`config.mk`:
```
export PLATFORM = sky130hd
export DESIGN_NAME = vdp_top
export DESIGN_NICKNAME = d
export VERILOG_FILES = /design/src/source/vdp_pkg.sv /design/src/source/vdp_hvsync.sv /design/src/source/vdp_regs.sv /design/src/source/vdp_sprite.sv /design/src/source/vdp_pixel.sv /design/src/source/vdp_top.sv
export SDC_FILE = /design/constraint.sdc
export NUM_CORES = 1
export LEC_CHECK = 0
export BUFFER_PORTS_ARGS = -buffer_cell sky130_fd_sc_hd__buf_4
export CORE_ASPECT_RATIO = 2
export CORE_MARGIN = 1.5
export CORE_UTILIZATION = 40
export CTS_BUF_LIST = sky130_fd_sc_hd__clkbuf_4 sky130_fd_sc_hd__clkbuf_8
export DETAILED_ROUTE_END_ITERATION = 8
export SLEW_MARGIN = 15
export SYNTH_ARGS = -nofsm -noshare
export SYNTH_HDL_FRONTEND = slang
export SYNTH_SLANG_ARGS = --single-unit
```
`constraint.sdc`:
```
create_clock -name clk -period 15.99 [get_ports clk]
set_input_delay 3.198 -clock clk [delete_from_list [all_inputs] [get_ports clk]]
set_output_delay 3.198 -clock clk [all_outputs]
set_load 0.05 [all_outputs]
```
`src/source/vdp_pkg.sv`:
```
package vdp_pkg;

    // ----------------------------------------------------------------------
    // colour and sprite geometry

    localparam int COLOR_WIDTH    = 12;   // 4 bits per channel, r g b
    localparam int SPRITE_SIZE    = 16;   // square edge in pixels
    localparam int COORD_WIDTH    = 16;   // sprite x / y register fields

    // ----------------------------------------------------------------------
    // register port

    localparam int       REG_ADDR_WIDTH = 1;
    localparam bit [0:0] REG_ADDR_POS   = 1'b0;   // sprite position
    localparam bit [0:0] REG_ADDR_ATTR  = 1'b1;   // enable and colours

    typedef struct packed
    {
        logic [COORD_WIDTH - 1:0] y;
        logic [COORD_WIDTH - 1:0] x;
    } vdp_pos_t;

    typedef struct packed
    {
        logic [6:0]               pad;
        logic                     en;
        logic [COLOR_WIDTH - 1:0] bg;
        logic [COLOR_WIDTH - 1:0] fg;
    } vdp_attr_t;

    // same write word, meaning picked by address
    typedef union packed
    {
        vdp_pos_t  pos;
        vdp_attr_t attr;
    } vdp_reg_word_t;

endpackage

```
`src/source/vdp_hvsync.sv`:
```
`timescale 1ns/1ps

module vdp_hvsync
#(
    parameter N_VDP_PIPE = 2,
    parameter HPOS_WIDTH = 10,
    parameter VPOS_WIDTH = 10,

    parameter H_DISPLAY  = 640,   // visible pixels per line
    parameter H_FRONT    = 16,    // right border
    parameter H_SYNC     = 96,    // sync pulse width
    parameter H_BACK     = 48,    // left border

    parameter V_DISPLAY  = 480,   // visible lines
    parameter V_BOTTOM   = 10,
    parameter V_SYNC     = 2,
    parameter V_TOP      = 33
)
(
    input  logic                    clk,
    input  logic                    reset,
    output logic                    pix_en,
    output logic                    frame_start,
    output logic                    hsync,
    output logic                    vsync,
    output logic                    display_on,
    output logic [HPOS_WIDTH - 1:0] hpos,
    output logic [VPOS_WIDTH - 1:0] vpos
);

    // sync window moved right to cover the pixel pipeline
    localparam H_SYNC_START = H_DISPLAY + H_FRONT + N_VDP_PIPE;
    localparam H_SYNC_END   = H_SYNC_START + H_SYNC - 1;
    localparam H_MAX        = H_DISPLAY + H_FRONT + H_SYNC + H_BACK - 1;   // line length unchanged

    localparam V_SYNC_START = V_DISPLAY + V_BOTTOM;
    localparam V_SYNC_END   = V_SYNC_START + V_SYNC - 1;
    localparam V_MAX        = V_SYNC_END + V_TOP;

    logic [HPOS_WIDTH - 1:0] d_hpos;
    logic [VPOS_WIDTH - 1:0] d_vpos;

    // ----------------------------------------------------------------------
    // next position

    always_comb
    begin
        if (hpos == H_MAX)
        begin
            d_hpos = '0;
            d_vpos = (vpos == V_MAX) ? '0 : vpos + 1'b1;
        end
        else
        begin
            d_hpos = hpos + 1'b1;
            d_vpos = vpos;
        end
    end

    // pixel rate is half the 50 MHz clock
    always_ff @(posedge clk or posedge reset)
    begin
        if (reset)
            pix_en <= 1'b0;
        else
            pix_en <= ~pix_en;
    end

    assign frame_start = pix_en && d_hpos == '0 && d_vpos == '0;

    // ----------------------------------------------------------------------
    // registered outputs

    always_ff @(posedge clk or posedge reset)
    begin
        if (reset)
        begin
            hsync      <= 1'b0;
            vsync      <= 1'b0;
            display_on <= 1'b0;
            hpos       <= '0;
            vpos       <= '0;
        end
        else if (pix_en)
        begin
            hsync      <= ~(d_hpos >= H_SYNC_START && d_hpos <= H_SYNC_END);
            vsync      <= ~(d_vpos >= V_SYNC_START && d_vpos <= V_SYNC_END);
            display_on <= d_hpos < H_DISPLAY && d_vpos < V_DISPLAY;
            hpos       <= d_hpos;
            vpos       <= d_vpos;
        end
    end

endmodule

```
`src/source/vdp_regs.sv`:
```
`timescale 1ns/1ps

module vdp_regs
    import vdp_pkg::*;
(
    input  logic                        clk,
    input  logic                        reset,
    input  logic                        pix_en,
    input  logic                        frame_start,
    input  logic                        reg_we,
    input  logic [REG_ADDR_WIDTH - 1:0] reg_addr,
    input  logic [31:0]                 reg_wdata,
    output logic [COORD_WIDTH - 1:0]    sprite_x,
    output logic [COORD_WIDTH - 1:0]    sprite_y,
    output logic                        sprite_en,
    output logic [COLOR_WIDTH - 1:0]    fg_color,
    output logic [COLOR_WIDTH - 1:0]    bg_color
);

    vdp_reg_word_t wword;

    // staged copies, written any time
    logic [COORD_WIDTH - 1:0] stg_x;
    logic [COORD_WIDTH - 1:0] stg_y;
    logic                     stg_en;
    logic [COLOR_WIDTH - 1:0] stg_fg;
    logic [COLOR_WIDTH - 1:0] stg_bg;

    assign wword = reg_wdata;

    // ----------------------------------------------------------------------
    // write port

    always_ff @(posedge clk or posedge reset)
    begin
        if (reset)
        begin
            stg_x  <= '0;
            stg_y  <= '0;
            stg_en <= 1'b0;
            stg_fg <= '0;
            stg_bg <= '0;
        end
        else if (reg_we)
        begin
            if (reg_addr == REG_ADDR_POS)
            begin
                stg_x <= wword.pos.x;
                stg_y <= wword.pos.y;
            end
            else if (reg_addr == REG_ADDR_ATTR)
            begin
                stg_en <= wword.attr.en;   // pad bits ignored
                stg_fg <= wword.attr.fg;
                stg_bg <= wword.attr.bg;
            end
        end
    end

    // ----------------------------------------------------------------------
    // whole set goes live at the top of the frame

    always_ff @(posedge clk or posedge reset)
    begin
        if (reset)
        begin
            sprite_x  <= '0;
            sprite_y  <= '0;
            sprite_en <= 1'b0;
            fg_color  <= '0;
            bg_color  <= '0;
        end
        else if (pix_en && frame_start)
        begin
            sprite_x  <= stg_x;
            sprite_y  <= stg_y;
            sprite_en <= stg_en;
            fg_color  <= stg_fg;
            bg_color  <= stg_bg;
        end
    end

endmodule

```
`src/source/vdp_sprite.sv`:
```
`timescale 1ns/1ps

module vdp_sprite
    import vdp_pkg::*;
#(
    parameter HPOS_WIDTH = 10,
    parameter VPOS_WIDTH = 10
)
(
    input  logic                     clk,
    input  logic                     reset,
    input  logic                     pix_en,
    input  logic [HPOS_WIDTH - 1:0]  hpos,
    input  logic [VPOS_WIDTH - 1:0]  vpos,
    input  logic                     hsync,
    input  logic                     vsync,
    input  logic                     display_on,
    input  logic [COORD_WIDTH - 1:0] sprite_x,
    input  logic [COORD_WIDTH - 1:0] sprite_y,
    input  logic                     sprite_en,
    output logic                     hit_d,
    output logic                     hsync_d,
    output logic                     vsync_d,
    output logic                     display_on_d
);

    // one extra bit so a corner near the top of the range cannot wrap
    logic [COORD_WIDTH:0] x_pos;
    logic [COORD_WIDTH:0] y_pos;
    logic [COORD_WIDTH:0] x_end;
    logic [COORD_WIDTH:0] y_end;
    logic                 x_in;
    logic                 y_in;
    logic                 hit;

    // ----------------------------------------------------------------------
    // hit test

    assign x_pos = (COORD_WIDTH + 1)'(hpos);
    assign y_pos = (COORD_WIDTH + 1)'(vpos);
    assign x_end = {1'b0, sprite_x} + (COORD_WIDTH + 1)'(SPRITE_SIZE);
    assign y_end = {1'b0, sprite_y} + (COORD_WIDTH + 1)'(SPRITE_SIZE);

    assign x_in = x_pos >= {1'b0, sprite_x} && x_pos < x_end;
    assign y_in = y_pos >= {1'b0, sprite_y} && y_pos < y_end;
    assign hit  = sprite_en && x_in && y_in;

    // ----------------------------------------------------------------------
    // stage 1 registers, sync and enable ride along

    always_ff @(posedge clk or posedge reset)
    begin
        if (reset)
        begin
            hit_d        <= 1'b0;
            hsync_d      <= 1'b0;
            vsync_d      <= 1'b0;
            display_on_d <= 1'b0;
        end
        else if (pix_en)
        begin
            hit_d        <= hit;
            hsync_d      <= hsync;
            vsync_d      <= vsync;
            display_on_d <= display_on;
        end
    end

endmodule

```
`src/source/vdp_pixel.sv`:
```
`timescale 1ns/1ps

module vdp_pixel
    import vdp_pkg::*;
(
    input  logic                           clk,
    input  logic                           reset,
    input  logic                           pix_en,
    input  logic                           hit_d,
    input  logic                           hsync_d,
    input  logic                           vsync_d,
    input  logic                           display_on_d,
    input  logic [COLOR_WIDTH - 1:0]       fg_color,
    input  logic [COLOR_WIDTH - 1:0]       bg_color,
    output logic                           hsync,
    output logic                           vsync,
    output logic [COLOR_WIDTH / 3 - 1:0]   vga_r,
    output logic [COLOR_WIDTH / 3 - 1:0]   vga_g,
    output logic [COLOR_WIDTH / 3 - 1:0]   vga_b
);

    localparam CH = COLOR_WIDTH / 3;   // bits per channel

    logic [COLOR_WIDTH - 1:0] color_next;
    logic [COLOR_WIDTH - 1:0] color;

    // ----------------------------------------------------------------------
    // colour select

    always_comb
    begin
        if (!display_on_d)
            color_next = '0;               // black in blanking
        else if (hit_d)
            color_next = fg_color;
        else
            color_next = bg_color;
    end

    always_ff @(posedge clk or posedge reset)
    begin
        if (reset)
        begin
            color <= '0;
            hsync <= 1'b0;
            vsync <= 1'b0;
        end
        else if (pix_en)
        begin
            color <= color_next;
            hsync <= hsync_d;
            vsync <= vsync_d;
        end
    end

    // red on top, blue at the bottom
    assign vga_r = color[3 * CH - 1:2 * CH];
    assign vga_g = color[2 * CH - 1:CH];
    assign vga_b = color[CH - 1:0];

endmodule

```
`src/source/vdp_top.sv`:
```
`timescale 1ns/1ps

module vdp_top
    import vdp_pkg::*;
#(
    parameter HPOS_WIDTH = 10,
    parameter VPOS_WIDTH = 10,
    parameter H_DISPLAY  = 640,
    parameter H_FRONT    = 16,
    parameter H_SYNC     = 96,
    parameter H_BACK     = 48,
    parameter V_DISPLAY  = 480,
    parameter V_BOTTOM   = 10,
    parameter V_SYNC     = 2,
    parameter V_TOP      = 33,
    parameter N_VDP_PIPE = 2       // sprite stage plus pixel stage
)
(
    input  logic                         clk,
    input  logic                         reset,
    input  logic                         reg_we,
    input  logic [REG_ADDR_WIDTH - 1:0]  reg_addr,
    input  logic [31:0]                  reg_wdata,
    output logic                         hsync,
    output logic                         vsync,
    output logic [COLOR_WIDTH / 3 - 1:0] vga_r,
    output logic [COLOR_WIDTH / 3 - 1:0] vga_g,
    output logic [COLOR_WIDTH / 3 - 1:0] vga_b
);

    logic                     pix_en;
    logic                     frame_start;
    logic                     pre_hsync;     // timing generator syncs
    logic                     pre_vsync;
    logic                     display_on;
    logic [HPOS_WIDTH - 1:0]  hpos;
    logic [VPOS_WIDTH - 1:0]  vpos;

    logic [COORD_WIDTH - 1:0] sprite_x;
    logic [COORD_WIDTH - 1:0] sprite_y;
    logic                     sprite_en;
    logic [COLOR_WIDTH - 1:0] fg_color;
    logic [COLOR_WIDTH - 1:0] bg_color;

    logic                     hit_d;
    logic                     hsync_d;
    logic                     vsync_d;
    logic                     display_on_d;

    // ----------------------------------------------------------------------
    // timing generator

    vdp_hvsync
    #(
        .N_VDP_PIPE (N_VDP_PIPE),
        .HPOS_WIDTH (HPOS_WIDTH),
        .VPOS_WIDTH (VPOS_WIDTH),
        .H_DISPLAY  (H_DISPLAY),
        .H_FRONT    (H_FRONT),
        .H_SYNC     (H_SYNC),
        .H_BACK     (H_BACK),
        .V_DISPLAY  (V_DISPLAY),
        .V_BOTTOM   (V_BOTTOM),
        .V_SYNC     (V_SYNC),
        .V_TOP      (V_TOP)
    )
    vdp_hvsync_i
    (
        .clk         (clk),
        .reset       (reset),
        .pix_en      (pix_en),
        .frame_start (frame_start),
        .hsync       (pre_hsync),
        .vsync       (pre_vsync),
        .display_on  (display_on),
        .hpos        (hpos),
        .vpos        (vpos)
    );

    vdp_regs vdp_regs_i
    (
        .clk         (clk),
        .reset       (reset),
        .pix_en      (pix_en),
        .frame_start (frame_start),
        .reg_we      (reg_we),
        .reg_addr    (reg_addr),
        .reg_wdata   (reg_wdata),
        .sprite_x    (sprite_x),
        .sprite_y    (sprite_y),
        .sprite_en   (sprite_en),
        .fg_color    (fg_color),
        .bg_color    (bg_color)
    );

    // ----------------------------------------------------------------------
    // pixel pipeline

    vdp_sprite
    #(
        .HPOS_WIDTH (HPOS_WIDTH),
        .VPOS_WIDTH (VPOS_WIDTH)
    )
    vdp_sprite_i
    (
        .clk          (clk),
        .reset        (reset),
        .pix_en       (pix_en),
        .hpos         (hpos),
        .vpos         (vpos),
        .hsync        (pre_hsync),
        .vsync        (pre_vsync),
        .display_on   (display_on),
        .sprite_x     (sprite_x),
        .sprite_y     (sprite_y),
        .sprite_en    (sprite_en),
        .hit_d        (hit_d),
        .hsync_d      (hsync_d),
        .vsync_d      (vsync_d),
        .display_on_d (display_on_d)
    );

    vdp_pixel vdp_pixel_i
    (
        .clk          (clk),
        .reset        (reset),
        .pix_en       (pix_en),
        .hit_d        (hit_d),
        .hsync_d      (hsync_d),
        .vsync_d      (vsync_d),
        .display_on_d (display_on_d),
        .fg_color     (fg_color),
        .bg_color     (bg_color),
        .hsync        (hsync),
        .vsync        (vsync),
        .vga_r        (vga_r),
        .vga_g        (vga_g),
        .vga_b        (vga_b)
    );

endmodule

```
[Word level (Yosys, flattened, before mapping)]
Cells that the tools add are included.
Storage, ports and cells
  register bits: 156
  input port bits: 36
  output and inout bits: 14
Operators by class
  $add $sub $neg: 4
  $lt $le $gt $ge: 10
  eq/ne operators: 2
  multiplexer cells: 5
  bitwise gates (word level): 4
  reductions and logical operators: 14
Operators with widths (count)
  16-bit by 5-bit adder with 17-bit output, second input constant: 2
  10-bit by 17-bit less-than comparator with 1-bit output: 2
  10-bit by 16-bit greater-or-equal comparator with 1-bit output: 2
  10-bit two-way mux: 3
  12-bit two-way mux: 2
  10-bit by 1-bit adder with 10-bit output, second input constant: 2
  10-bit == test, second input constant: 2
  10-bit logical NOT: 2
  10-bit greater-or-equal comparator, second input constant: 1
  10-bit by 9-bit greater-or-equal comparator with 1-bit output, second input constant: 1
  10-bit less-or-equal comparator, second input constant: 1
  10-bit by 9-bit less-or-equal comparator with 1-bit output, second input constant: 1
  1-bit logical AND: 10
  10-bit less-than comparator, second input constant: 1
  10-bit by 9-bit less-than comparator with 1-bit output, second input constant: 1
  1-bit inverter: 4
  2-bit AND reduction: 2

[Logic depth before layout (Yosys ltp)]
Gate-level depths: netlist (run 1).
  word-level depth: 6
  mapped depth: 12
  depth with buffers taken out: 10

[Hierarchy]
From an unflattened synthesis (run 1), not the netlist that was laid out.
Second synthesis, totals
  cells, all modules: 666
  area total of the unflattened synthesis: 8124.0 µm²
By module, submodules not included
  vdp_regs: times used 1, cells each 244, area each 4400.5 µm², seq. area each 2852.7 µm²
  vdp_hvsync: times used 1, cells each 204, area each 1820.5 µm², seq. area each 600.6 µm²
  vdp_sprite: times used 1, cells each 161, area each 1258.7 µm², seq. area each 100.1 µm²
  vdp_pixel: times used 1, cells each 57, area each 644.4 µm², seq. area each 350.3 µm²

[Worst setup path before layout (run 1)]
No wires, ideal clock.
  path kind: in2reg
  start: input reg_we
  end: register vdp_regs_i.stg_x[0]
  library setup time: 125 ps
  arrival: 4191 ps
  slack: 11674 ps
  stages on the path: 4
  path buffers: 2
  cells stage by stage: nor2b_1 clkbuf_1 buf_1 mux2_2
On the way
  longest elaborated chain between the ends: 1
Ends and longest elaborated chain
  start: declaration: RTL line vdp_top.sv:21  | input logic reg_we,
  2-bit AND reduction (no source line)
  end signal: assignment: RTL line vdp_regs.sv:48  | stg_x <= wword.pos.x;
  end: declaration: RTL line vdp_regs.sv:23  | logic [COORD_WIDTH - 1:0] stg_x;
Every way passes these cells.
A chain may end at the register's enable or synchronous reset.

==> results.py, run 1 <==
metrics = {
    "global_route": {
        "antenna_found_initial": 0,
        "overflow": 0,
        "grt_use_total_pct": 18.2,
        "grt_pass1_wl_um": 27900,
        "grt_pass1_vias": 5346,
        "grt_max_degree": 81,
    },
    "sta": {
        "whs_ns": 0.491,
        "finClkSkew_ns": 0.0112,
        "slew_headroom_pct": 20.4,
        "period_share_pct": 27.1,
        "maxSlewViolCount": 0,
        "finalSetupTns_ns": 0,
        "fmax_ghz": 0.231,
        "finalHoldViolations": 0,
        "worstMarginPinSlew_ns": 1.19,
        "post-route-min-period_ns": 4.33,
        "setup_viol": 0,
        "rsz0062_at_grt": "no",
    },
    "logic_synthesis": {
        "ys_ff_latch": 156,
        "synthFlopType": "dfrtp_1",
        "synthTopCellsByArea": "dfrtp_1 (51%), mux2_2 (9.1%), mux2_1 (8.3%)",
        "yosysTopAreaCell": "dfrtp_1",
        "synth_seq_area_share_pct": 50.8,
        "ys_warn_count": 0,
        "synth_cells": 639,
        "synth_area_um2": 7690,
        "async_flop_share_pct": 100,
        "yosysMostFrequentCell": "dfrtp_1",
        "yosys.cell_types.count": 59,
        "synth_edf_count": 0,
        "syn_area_per_cell_um2": 12.0,
        "yosys.area.top_type_share_pct": 50.8,
        "yosys-top-cells-count": "dfrtp_1 (156), mux2_2 (62), mux2_1 (57), ha_1 (39), o21ai_0 (30)",
        "syn_nets": 714,
    },
    "clock_network": {
        "cts_sinks": 156,
        "cts_resized": 0,
        "hold_buffers": 0,
        "cts_buffers": 17,
        "cts.clk_slew.worst_paths_ns": 0.08,
        "post-cts-setup-buffers": 0,
        "cts_tree": "yes",
        "cts-root-buf": "clkbuf_8",
        "clock_path_buffers": 2,
        "insertion_delay_ns": 0.46,
        "htreeDepth": 4,
    },
    "critical_path": {
        "cp_max_fo": 80,
        "r2r-end": "vdp_regs_i.fg_color[5]",
        "cp.required_ns": 16.43,
        "cp-end-kind": "async pin",
        "path_class": "input pin to async pin",
        "arrival_ns": 4.77,
        "r2r_start": "vdp_hvsync_i.hpos[1]",
        "r2r_cells": 9,
        "startpoint": "reset",
        "ff2ff_setup_slack_ns": 11.91,
        "startpoint_type": "input pin",
    },
    "run": {
        "maxCapViolCount": 0,
    },
    "detailed_routing": {
        "ant_nets": 0,
        "wl_um": 17000,
        "wire_per_inst_um": 17.9,
        "dr.pass1.iters": 4,
        "drc": 0,
        "vias": 5121,
        "viasPerCell": 5.40,
        "drtIter0Drc": 204,
    },
    "power_and_ir_drop": {
        "p_leak_nw": 3.85,
        "power_mw": 0.759,
        "p_per_area_nw_per_um2": 87.7,
        "max-vdd-ir-drop_mv": 0.0864,
    },
    "floorplanning": {
        "core-area_um2": 18800,
        "die_width_um": 101,
        "dieArea_um2": 20100,
        "dieHeight_um": 199,
        "rows": 71,
        "initial_core_util_pct": 40.8,
        "ioPinCount": 50,
    },
    "hold_path": {
        "hp-class": "flop to flop",
        "worstHoldStart": "vdp_regs_i.stg_x[4]",
        "min_delay_worst_endpoint": "vdp_regs_i.sprite_x[4]",
        "worstHoldPathCells": 1,
    },
    "placement": {
        "io_buffers": 49,
        "dp_hpwl_um": 12100,
        "place.gp.congestion": 0.802,
    },
    "cells_and_area": {
        "layout-drive-gt1-share_pct": 22.5,
        "final-seq-area_um2": 3900,
        "num_antenna_cells": 0,
        "area_growth_pct": 12.5,
        "n_fill_cell": 1804,
        "fin_nets": 755,
        "multi_input_area_um2": 3530,
    },
    "outcome": {
        "status": "finished, final reports clean",
    },
}
==> cells in the final DEF, fill, tap and decap left out, types with 4 or more instances in the layout <==
cell        instances
nand3_1            20
clkinvlp_4          4
clkbuf_8           20
buf_4              53
nand4_1             6
or3_1               5
nor2_1             22
nor3_1             14
inv_1              28
xnor2_1            18
mux2_1             57
dfrtp_1           156
xor2_1              5
mux2_2             62
a21o_1              8
and3_1              6
nand2_1            29
nor2b_1             5
o21ai_0            30
a21oi_1            11
nand2b_1            4
a31oi_1             4
mux2i_1            14
ha_1               39
o2bb2ai_1          13
==> where the power goes <==
group | switching, mW | leakage, nW | total [mW] | internal [mW]
clock network | 0.148 | 0.189 | 0.289 | 0.141
logic | 0.0191 | 1.66 | 0.0430 | 0.0239
registers | 0.0113 | 2.00 | 0.427 | 0.415
total | 0.179 | 3.85 | 0.759 | 0.580
==> flip-flops by register name, indices dropped and copies added (netlist names), 10 cells and up <==
name,cells
vdp_hvsync_i.vpos,10
vdp_regs_i.fg_color,12
vdp_regs_i.bg_color,12
vdp_regs_i.stg_fg,12
vdp_regs_i.sprite_y,16
vdp_regs_i.sprite_x,16
vdp_regs_i.stg_y,16
vdp_pixel_i.color,12
vdp_hvsync_i.hpos,10
vdp_regs_i.stg_bg,12
vdp_regs_i.stg_x,16
==> worst max-delay path, stage by stage <==
cell and delay [ns]:
buf_4 0.12, inv_6 0.49, buf_4 0.87
==> per-stage QoR <==
step	cells	cell area, µm²	setup WS, ns	utilization, %
detailed placement	916	8270	11.08	43.9
global route	948	8650	11.39	45.9
floorplan	639	7690	8.59	-
CTS	948	8650	11.59	45.9
finish	948	8650	11.66	45.9
global placement	916	8270	11.14	43.9
==> metal layers <==
layer	wire [µm]	share of wire (%)	track usage (%)
met2	9430	56	33.0
met1	6510	38	19.8
met4	625	3.7	9.41
met3	419	2.5	3.36
met5	0	0	0
==> kinds of logic after synthesis <==
logic type / Yosys count / share of synthesized area [%]
and+or+nand+nor: 133 / 9.31
muxes: 133 / 19.3
DFF: 156 / 50.8
adders and majority gates: 39 / 6.35
AOI/OAI and AO/OA: 94 / 8.22
buffers and inverters: 61 / 3.47
xor gates and xnor gates: 23 / 2.62
==> area by class of cell <==
cell class,instances,area share [%]
flip-flops and latches,156,45.1
clock inverters,9,1.01
clock buffers,23,3.44
well taps,255,3.69
repair buffers,53,4.60
multi-input cells,422,40.8
inverters,30,1.36
==> worst max path at each step <==
stage	end	depth (start not counted)	slack, ns
2_1_floorplan	vdp_hvsync_i.display_on	1	8.59
3_3_place_gp	vdp_pixel_i.color[7]	3	11.14
3_5_place_dp	vdp_hvsync_i.hpos[1]	3	11.08
4_1_cts	vdp_hvsync_i.hpos[1]	3	11.59
5_1_grt	vdp_regs_i.sprite_y[3]	3	11.39
6_report	vdp_regs_i.sprite_y[3]	3	11.66
Note: power is estimated with default switching activity, not from simulation.
==> inputs of run 2 (changes only) <==
==> constraint.sdc (replaced) <==
create_clock -name clk -period 3.6 [get_ports clk]
set_input_delay 0.72 -clock clk [delete_from_list [all_inputs] [get_ports clk]]
set_output_delay 0.72 -clock clk [all_outputs]
set_load 0.05 [all_outputs]
==> run 2 against run 1 <==
  * Final cell count rose by 2.4%
  * Hold slack got worse by 0.025 ns
  * First-iteration DRC count fell by 14%
  * Sequential power rose to 4.4 times the previous value
  * Clock-buffer cell count shrank 2
  * Register-to-register slack worse by 12 ns
  * Clock power grew to 4.8 times the previous value
  * Via count unchanged
  * Worst setup slack got worse by 11 ns
  * Wire length is 3.8% higher
  * Critical path depth grew 7
  * Highest routed layer unchanged
==> results.py, run 2 (synthesis gave the netlist of run 1 again) <==
metrics = {
    "placement": {
        "place.gp.congestion": 0.861,
        "dp_hpwl_um": 13000,
        "dpl_worst_slack_ns": 0.182,
        "io_buffers": 49,
    },
    "global_route": {
        "overflow": 0,
        "grt_max_degree": 58,
        "grt_pass1_vias": 5421,
        "grt_pass1_wl_um": 28500,
        "grt_use_total_pct": 18.6,
        "antenna_found_initial": 0,
    },
    "clock_network": {
        "cts_sinks": 156,
        "cts.clk_slew.worst_paths_ns": 0.08,
        "htreeDepth": 4,
        "cts_buffers": 17,
        "clock_path_buffers": 2,
        "cts_tree": "yes",
        "hold_buffers": 0,
        "insertion_delay_ns": 0.45,
        "cts-root-buf": "clkbuf_8",
    },
    "power_and_ir_drop": {
        "power_frac_seq_pct": 54.6,
        "comb_power_share_pct": 5.7,
        "clkPwrFrac_pct": 39.8,
        "p_per_area_nw_per_um2": 390,
        "max-vdd-ir-drop_mv": 0.402,
        "netSwitchingFraction_pct": 22.3,
        "internal_power_mw": 2.70,
        "switching_power_mw": 0.776,
        "p_leak_nw": 4.02,
    },
    "critical_path": {
        "cp_top_family": "simple AND/OR/NAND/NOR gates",
        "ff2ff_setup_slack_ns": 0.27,
        "r2r_start": "vdp_hvsync_i.hpos[1]",
        "r2r_cells": 10,
        "path_class": "flop to flop",
        "cp_slowest_cell": "dfrtp_1",
        "r2r-end": "vdp_regs_i.sprite_x[13]",
        "cp-end-kind": "flop",
        "critical_path.max_stage_delay_ns": 0.46,
        "path_buf_inv": 2,
        "cp_max_fo": 28,
        "arrival_ns": 3.66,
        "cp.required_ns": 3.93,
        "path_cells": "ha_1, and4_1, nand3_2, nor3_1, xnor2_1, o2111ai_1, nor4_4, buf_4, buf_8, mux2_1",
        "startpoint_type": "flop",
    },
    "sta": {
        "finalSetupTns_ns": 0,
        "rsz0062_at_grt": "no",
        "maxSlewViolCount": 0,
        "finClkSkew_ns": 0.0100,
        "finalHoldViolations": 0,
        "post-route-min-period_ns": 3.33,
        "whs_ns": 0.465,
        "fin_ws_ns": 0.270,
        "setup_viol": 0,
        "period_share_pct": 92.5,
        "slew_headroom_pct": 37.1,
        "worstMarginPinSlew_ns": 0.942,
        "fmax_ghz": 0.300,
    },
    "floorplanning": {
        "rows": 71,
        "dieArea_um2": 20100,
        "die_width_um": 101,
        "core-area_um2": 18800,
        "ioPinCount": 50,
        "initial_core_util_pct": 40.8,
        "dieHeight_um": 199,
    },
    "cells_and_area": {
        "n_fill_cell": 1778,
        "num_antenna_cells": 0,
        "final_cell_mix": "dfrtp_1 (156), buf_4 (72), mux2_2 (62)",
        "area_growth_pct": 16.2,
        "final-seq-area_um2": 3900,
        "multi_input_area_um2": 3530,
        "layout-drive-gt1-share_pct": 25.0,
        "mostFrequentLayoutCell": "dfrtp_1",
        "fin_nets": 779,
    },
    "detailed_routing": {
        "dr.pass1.iters": 6,
        "drtIter0Drc": 176,
        "ant_nets": 0,
        "drc": 0,
        "viasPerCell": 5.27,
        "wire_per_inst_um": 18.2,
        "wl_um": 17600,
        "vias": 5121,
    },
    "outcome": {
        "status": "finished, final reports clean",
    },
    "run": {
        "maxCapViolCount": 0,
    },
    "hold_path": {
        "hp-class": "input pin to async pin",
    },
}
-- run 2: changes by cell type in the layout (fill, tap and decap cells not counted), sizes merged --
| cell | delta |
|---|---|
| clkinv | +2 |
| clkinvlp | -2 |
| buf | +23 |
| inv | -1 |
| bufinv | +2 |
| clkbuf | -1 |
-- run 2: cell type report --
| cell class | count | area share, % |
|---|---|---|
| Multi-Input combinational cell | 422 | 39.5 |
| Inverter | 30 | 1.30 |
| Sequential cell | 156 | 43.7 |
| Clock inverter | 10 | 1.56 |
| Timing Repair Buffer | 77 | 7.17 |
| Clock buffer | 21 | 3.17 |
| Tap cell | 255 | 3.57 |
-- run 2: what timing repair did --
action                                  CTS  global route
endpoints found under the setup margin    0            48
gates resized for setup                   0             3
buffers inserted                          0             1
-- run 2: through the flow --
| stage | instance area, µm² | util [%] | power [mW] | cells |
|---|---|---|---|---|
| after floorplan | 7690 | - | 2.04 | 639 |
| after global placement | 8480 | 45.0 | 2.13 | 938 |
| after detailed placement | 8480 | 45.0 | 2.14 | 938 |
| after CTS | 8900 | 47.3 | 3.54 | 969 |
| after global routing | 8930 | 47.4 | 3.63 | 971 |
| final | 8930 | 47.4 | 3.48 | 971 |
-- run 2: power groups by stage --
stage	combinational (mW)	clock (mW)	sequential, mW
after floorplan	0.130	0	1.91
after global placement	0.196	0	1.93
after detailed placement	0.204	0	1.94
after CTS	0.204	1.43	1.90
after global routing	0.219	1.50	1.91
final	0.198	1.38	1.90
-- run 2: worst max-delay path by stage --
| stage | from | to | depth (start not counted) |
|---|---|---|---|
| 5_1_grt | vdp_hvsync_i.hpos[1] | vdp_regs_i.sprite_y[5] | 10 |
| 3_5_place_dp | vdp_hvsync_i.hpos[1] | vdp_regs_i.fg_color[8] | 9 |
| 2_1_floorplan | vdp_hvsync_i.hpos[1] | vdp_regs_i.bg_color[11] | 11 |
| 4_1_cts | vdp_hvsync_i.hpos[1] | vdp_regs_i.sprite_x[3] | 9 |
| 6_report | vdp_hvsync_i.hpos[1] | vdp_regs_i.sprite_x[13] | 10 |
| 3_3_place_gp | vdp_hvsync_i.hpos[1] | vdp_regs_i.bg_color[8] | 9 |
-- run 2: per-layer routing --
metal | vias up | GRT usage, % | part of all wire, %
li1 | 2425 | - | -
met2 | 80 | 35.5 | 57
met4 | 0 | 8.38 | 3.1
met3 | 31 | 3.08 | 1.9
met1 | 2585 | 19.6 | 38
met5 | - | 0 | 0
==> inputs of run 3 (changes only) <==
--- a/config.mk
+++ b/config.mk
@@ -11,6 +11,7 @@
 export CORE_UTILIZATION = 40
 export CTS_BUF_LIST = sky130_fd_sc_hd__clkbuf_4 sky130_fd_sc_hd__clkbuf_8
 export DETAILED_ROUTE_END_ITERATION = 8
+export REMOVE_ABC_BUFFERS = 1
 export SLEW_MARGIN = 15
 export SYNTH_ARGS = -nofsm -noshare
 export SYNTH_HDL_FRONTEND = slang
==> run 3 against run 2 <==
  * Sequential cell count stayed put
  * Wire length is 2.9% lower
  * Worst setup slack worse by 0.051 ns
  * Largest cell class unchanged
  * Hold slack worse by 0.098 ns
  * Critical path depth is 1 lower
  * Clock-buffer cell count is 3 lower
  * Die area stayed put
  * Clock power hardly changed
  * Via count is 1.3% higher
  * Global-route usage hardly changed
==> results.py, run 3 (synthesis gave the netlist of run 1 again) <==
metrics = {
    "global_route": {
        "grt_pass1_wl_um": 28500,
        "antenna_found_initial": 0,
        "grt_use_total_pct": 18.6,
        "grt_max_degree": 80,
        "grt_pass1_vias": 5631,
        "overflow": 0,
    },
    "sta": {
        "slew_headroom_pct": 31.7,
        "fin_ws_ns": 0.219,
        "period_share_pct": 93.9,
        "setup_viol": 0,
        "fmax_ghz": 0.296,
        "post-route-min-period_ns": 3.38,
        "finClkSkew_ns": 0.0130,
        "rsz0062_at_grt": "no",
        "worstMarginPinSlew_ns": 1.02,
        "finalHoldViolations": 0,
        "maxSlewViolCount": 0,
        "whs_ns": 0.367,
    },
    "power_and_ir_drop": {
        "p_per_area_nw_per_um2": 392,
        "p_leak_nw": 3.96,
        "max-vdd-ir-drop_mv": 0.293,
    },
    "clock_network": {
        "post-cts-setup-buffers": 0,
        "htreeDepth": 4,
        "cts_sinks": 156,
        "clock_path_buffers": 2,
        "hold_buffers": 0,
        "cts_buffers": 17,
        "cts_resized": 0,
        "cts-root-buf": "clkbuf_8",
        "insertion_delay_ns": 0.45,
        "cts_tree": "yes",
        "cts.clk_slew.worst_paths_ns": 0.08,
    },
    "critical_path": {
        "cp_max_fo": 57,
        "cp-end-kind": "flop",
        "startpoint_type": "flop",
        "cp.required_ns": 3.92,
        "arrival_ns": 3.71,
        "path_class": "flop to flop",
    },
    "placement": {
        "io_buffers": 49,
        "dp_hpwl_um": 12600,
        "dpl_worst_slack_ns": 0.233,
        "place.gp.congestion": 0.910,
    },
    "floorplanning": {
        "dieHeight_um": 199,
        "ioPinCount": 50,
        "initial_core_util_pct": 40.8,
        "rows": 71,
        "core-area_um2": 18800,
        "dieArea_um2": 20100,
        "die_width_um": 101,
    },
    "cells_and_area": {
        "layout-drive-gt1-share_pct": 24.3,
        "n_fill_cell": 1800,
        "final_cell_mix": "dfrtp_1 (156), buf_4 (69), mux2_2 (62)",
        "num_antenna_cells": 0,
        "fin_nets": 772,
        "area_growth_pct": 14.7,
        "mostFrequentLayoutCell": "dfrtp_1",
    },
    "detailed_routing": {
        "viasPerCell": 5.38,
        "drtIter0Drc": 131,
        "wl_um": 17100,
        "ant_nets": 0,
        "dr.pass1.iters": 6,
        "vias": 5190,
        "wire_per_inst_um": 17.7,
        "drc": 0,
    },
    "run": {
        "maxCapViolCount": 0,
    },
    "hold_path": {
        "hp-class": "input pin to async pin",
    },
    "outcome": {
        "status": "finished, final reports clean",
    },
}
-- run 3: cell types whose count changed in the layout (fill, tap and decap cells not counted) --
cell,before,now
nor2b_2,1,0
buf_4,72,69
nor2b_4,0,1
clkinv_2,3,2
clkinvlp_4,2,3
buf_8,1,0
buf_12,3,1
clkbuf_16,1,0
inv_6,1,4
clkbuf_8,20,17
-- run 3: power breakdown --
part / total, mW / internal (mW) / leakage [nW] / switching, mW
clock: 1.37 / 0.695 / 0.199 / 0.674
combinational: 0.192 / 0.108 / 1.76 / 0.0839
sequential: 1.89 / 1.85 / 2.00 / 0.0475
total: 3.45 / 2.65 / 3.96 / 0.806
-- run 3: layout make-up --
class                   count  area, µm²  area share (%)
clock buffers              18        241            2.74
clock inverters            13        166            1.89
inverters                  30        118            1.33
multi-input cells         422       3530            40.1
flip-flops and latches    156       3900            44.3
well taps                 255        319            3.62
repair buffers             70        538            6.10
-- run 3: metrics by stage --
stage          utilization (%)  setup TNS (ns)  power [mW]  instances  area (µm²)
3_5_place_dp              44.7               0        2.13        933        8410
5_1_grt                   46.8               0        3.61        964        8820
6_report                  46.8               0        3.45        964        8820
3_3_place_gp              44.7               0        2.12        933        8410
4_1_cts                   46.8               0        3.52        964        8820
2_1_floorplan                -         -338.42        2.04        608        7530
-- run 3: final timing paths --
| path | start | to | slack [ns] | cells past startpoint |
|---|---|---|---|---|
| worst max-delay path | vdp_hvsync_i.hpos[1] | vdp_regs_i.fg_color[4] | 0.22 | 9 |
| worst min-delay path | reset | vdp_pixel_i.color[8] | 0.37 | 2 |
| worst max register to register | vdp_hvsync_i.hpos[1] | vdp_regs_i.fg_color[4] | 0.22 | 9 |
| worst min register to register | vdp_regs_i.stg_bg[1] | vdp_regs_i.bg_color[1] | 0.49 | 1 |
| max in group asynchronous | reset | vdp_regs_i.sprite_x[7] | 2.38 | 3 |
| min in group clk | vdp_regs_i.stg_bg[1] | vdp_regs_i.bg_color[1] | 0.49 | 1 |
-- run 3: critical path, cell delays in order, from the launching register on --
cell and delay, ns:
dfrtp_1 0.47, ha_1 0.32, and4_1 0.33, nand3_2 0.20, nor2_1 0.18, xor2_1 0.13
or4b_1 0.57, nor4_4 0.32, buf_12 0.34, mux2_1 0.36
-- run 3: metal layers --
metal	GRT usage, %	part of all wire (%)	vias to the layer above
li1	-	-	2423
met1	20.0	37	2618
met2	33.9	55	102
met3	3.15	2.5	47
met4	10.5	4.7	0
met5	0	0	-
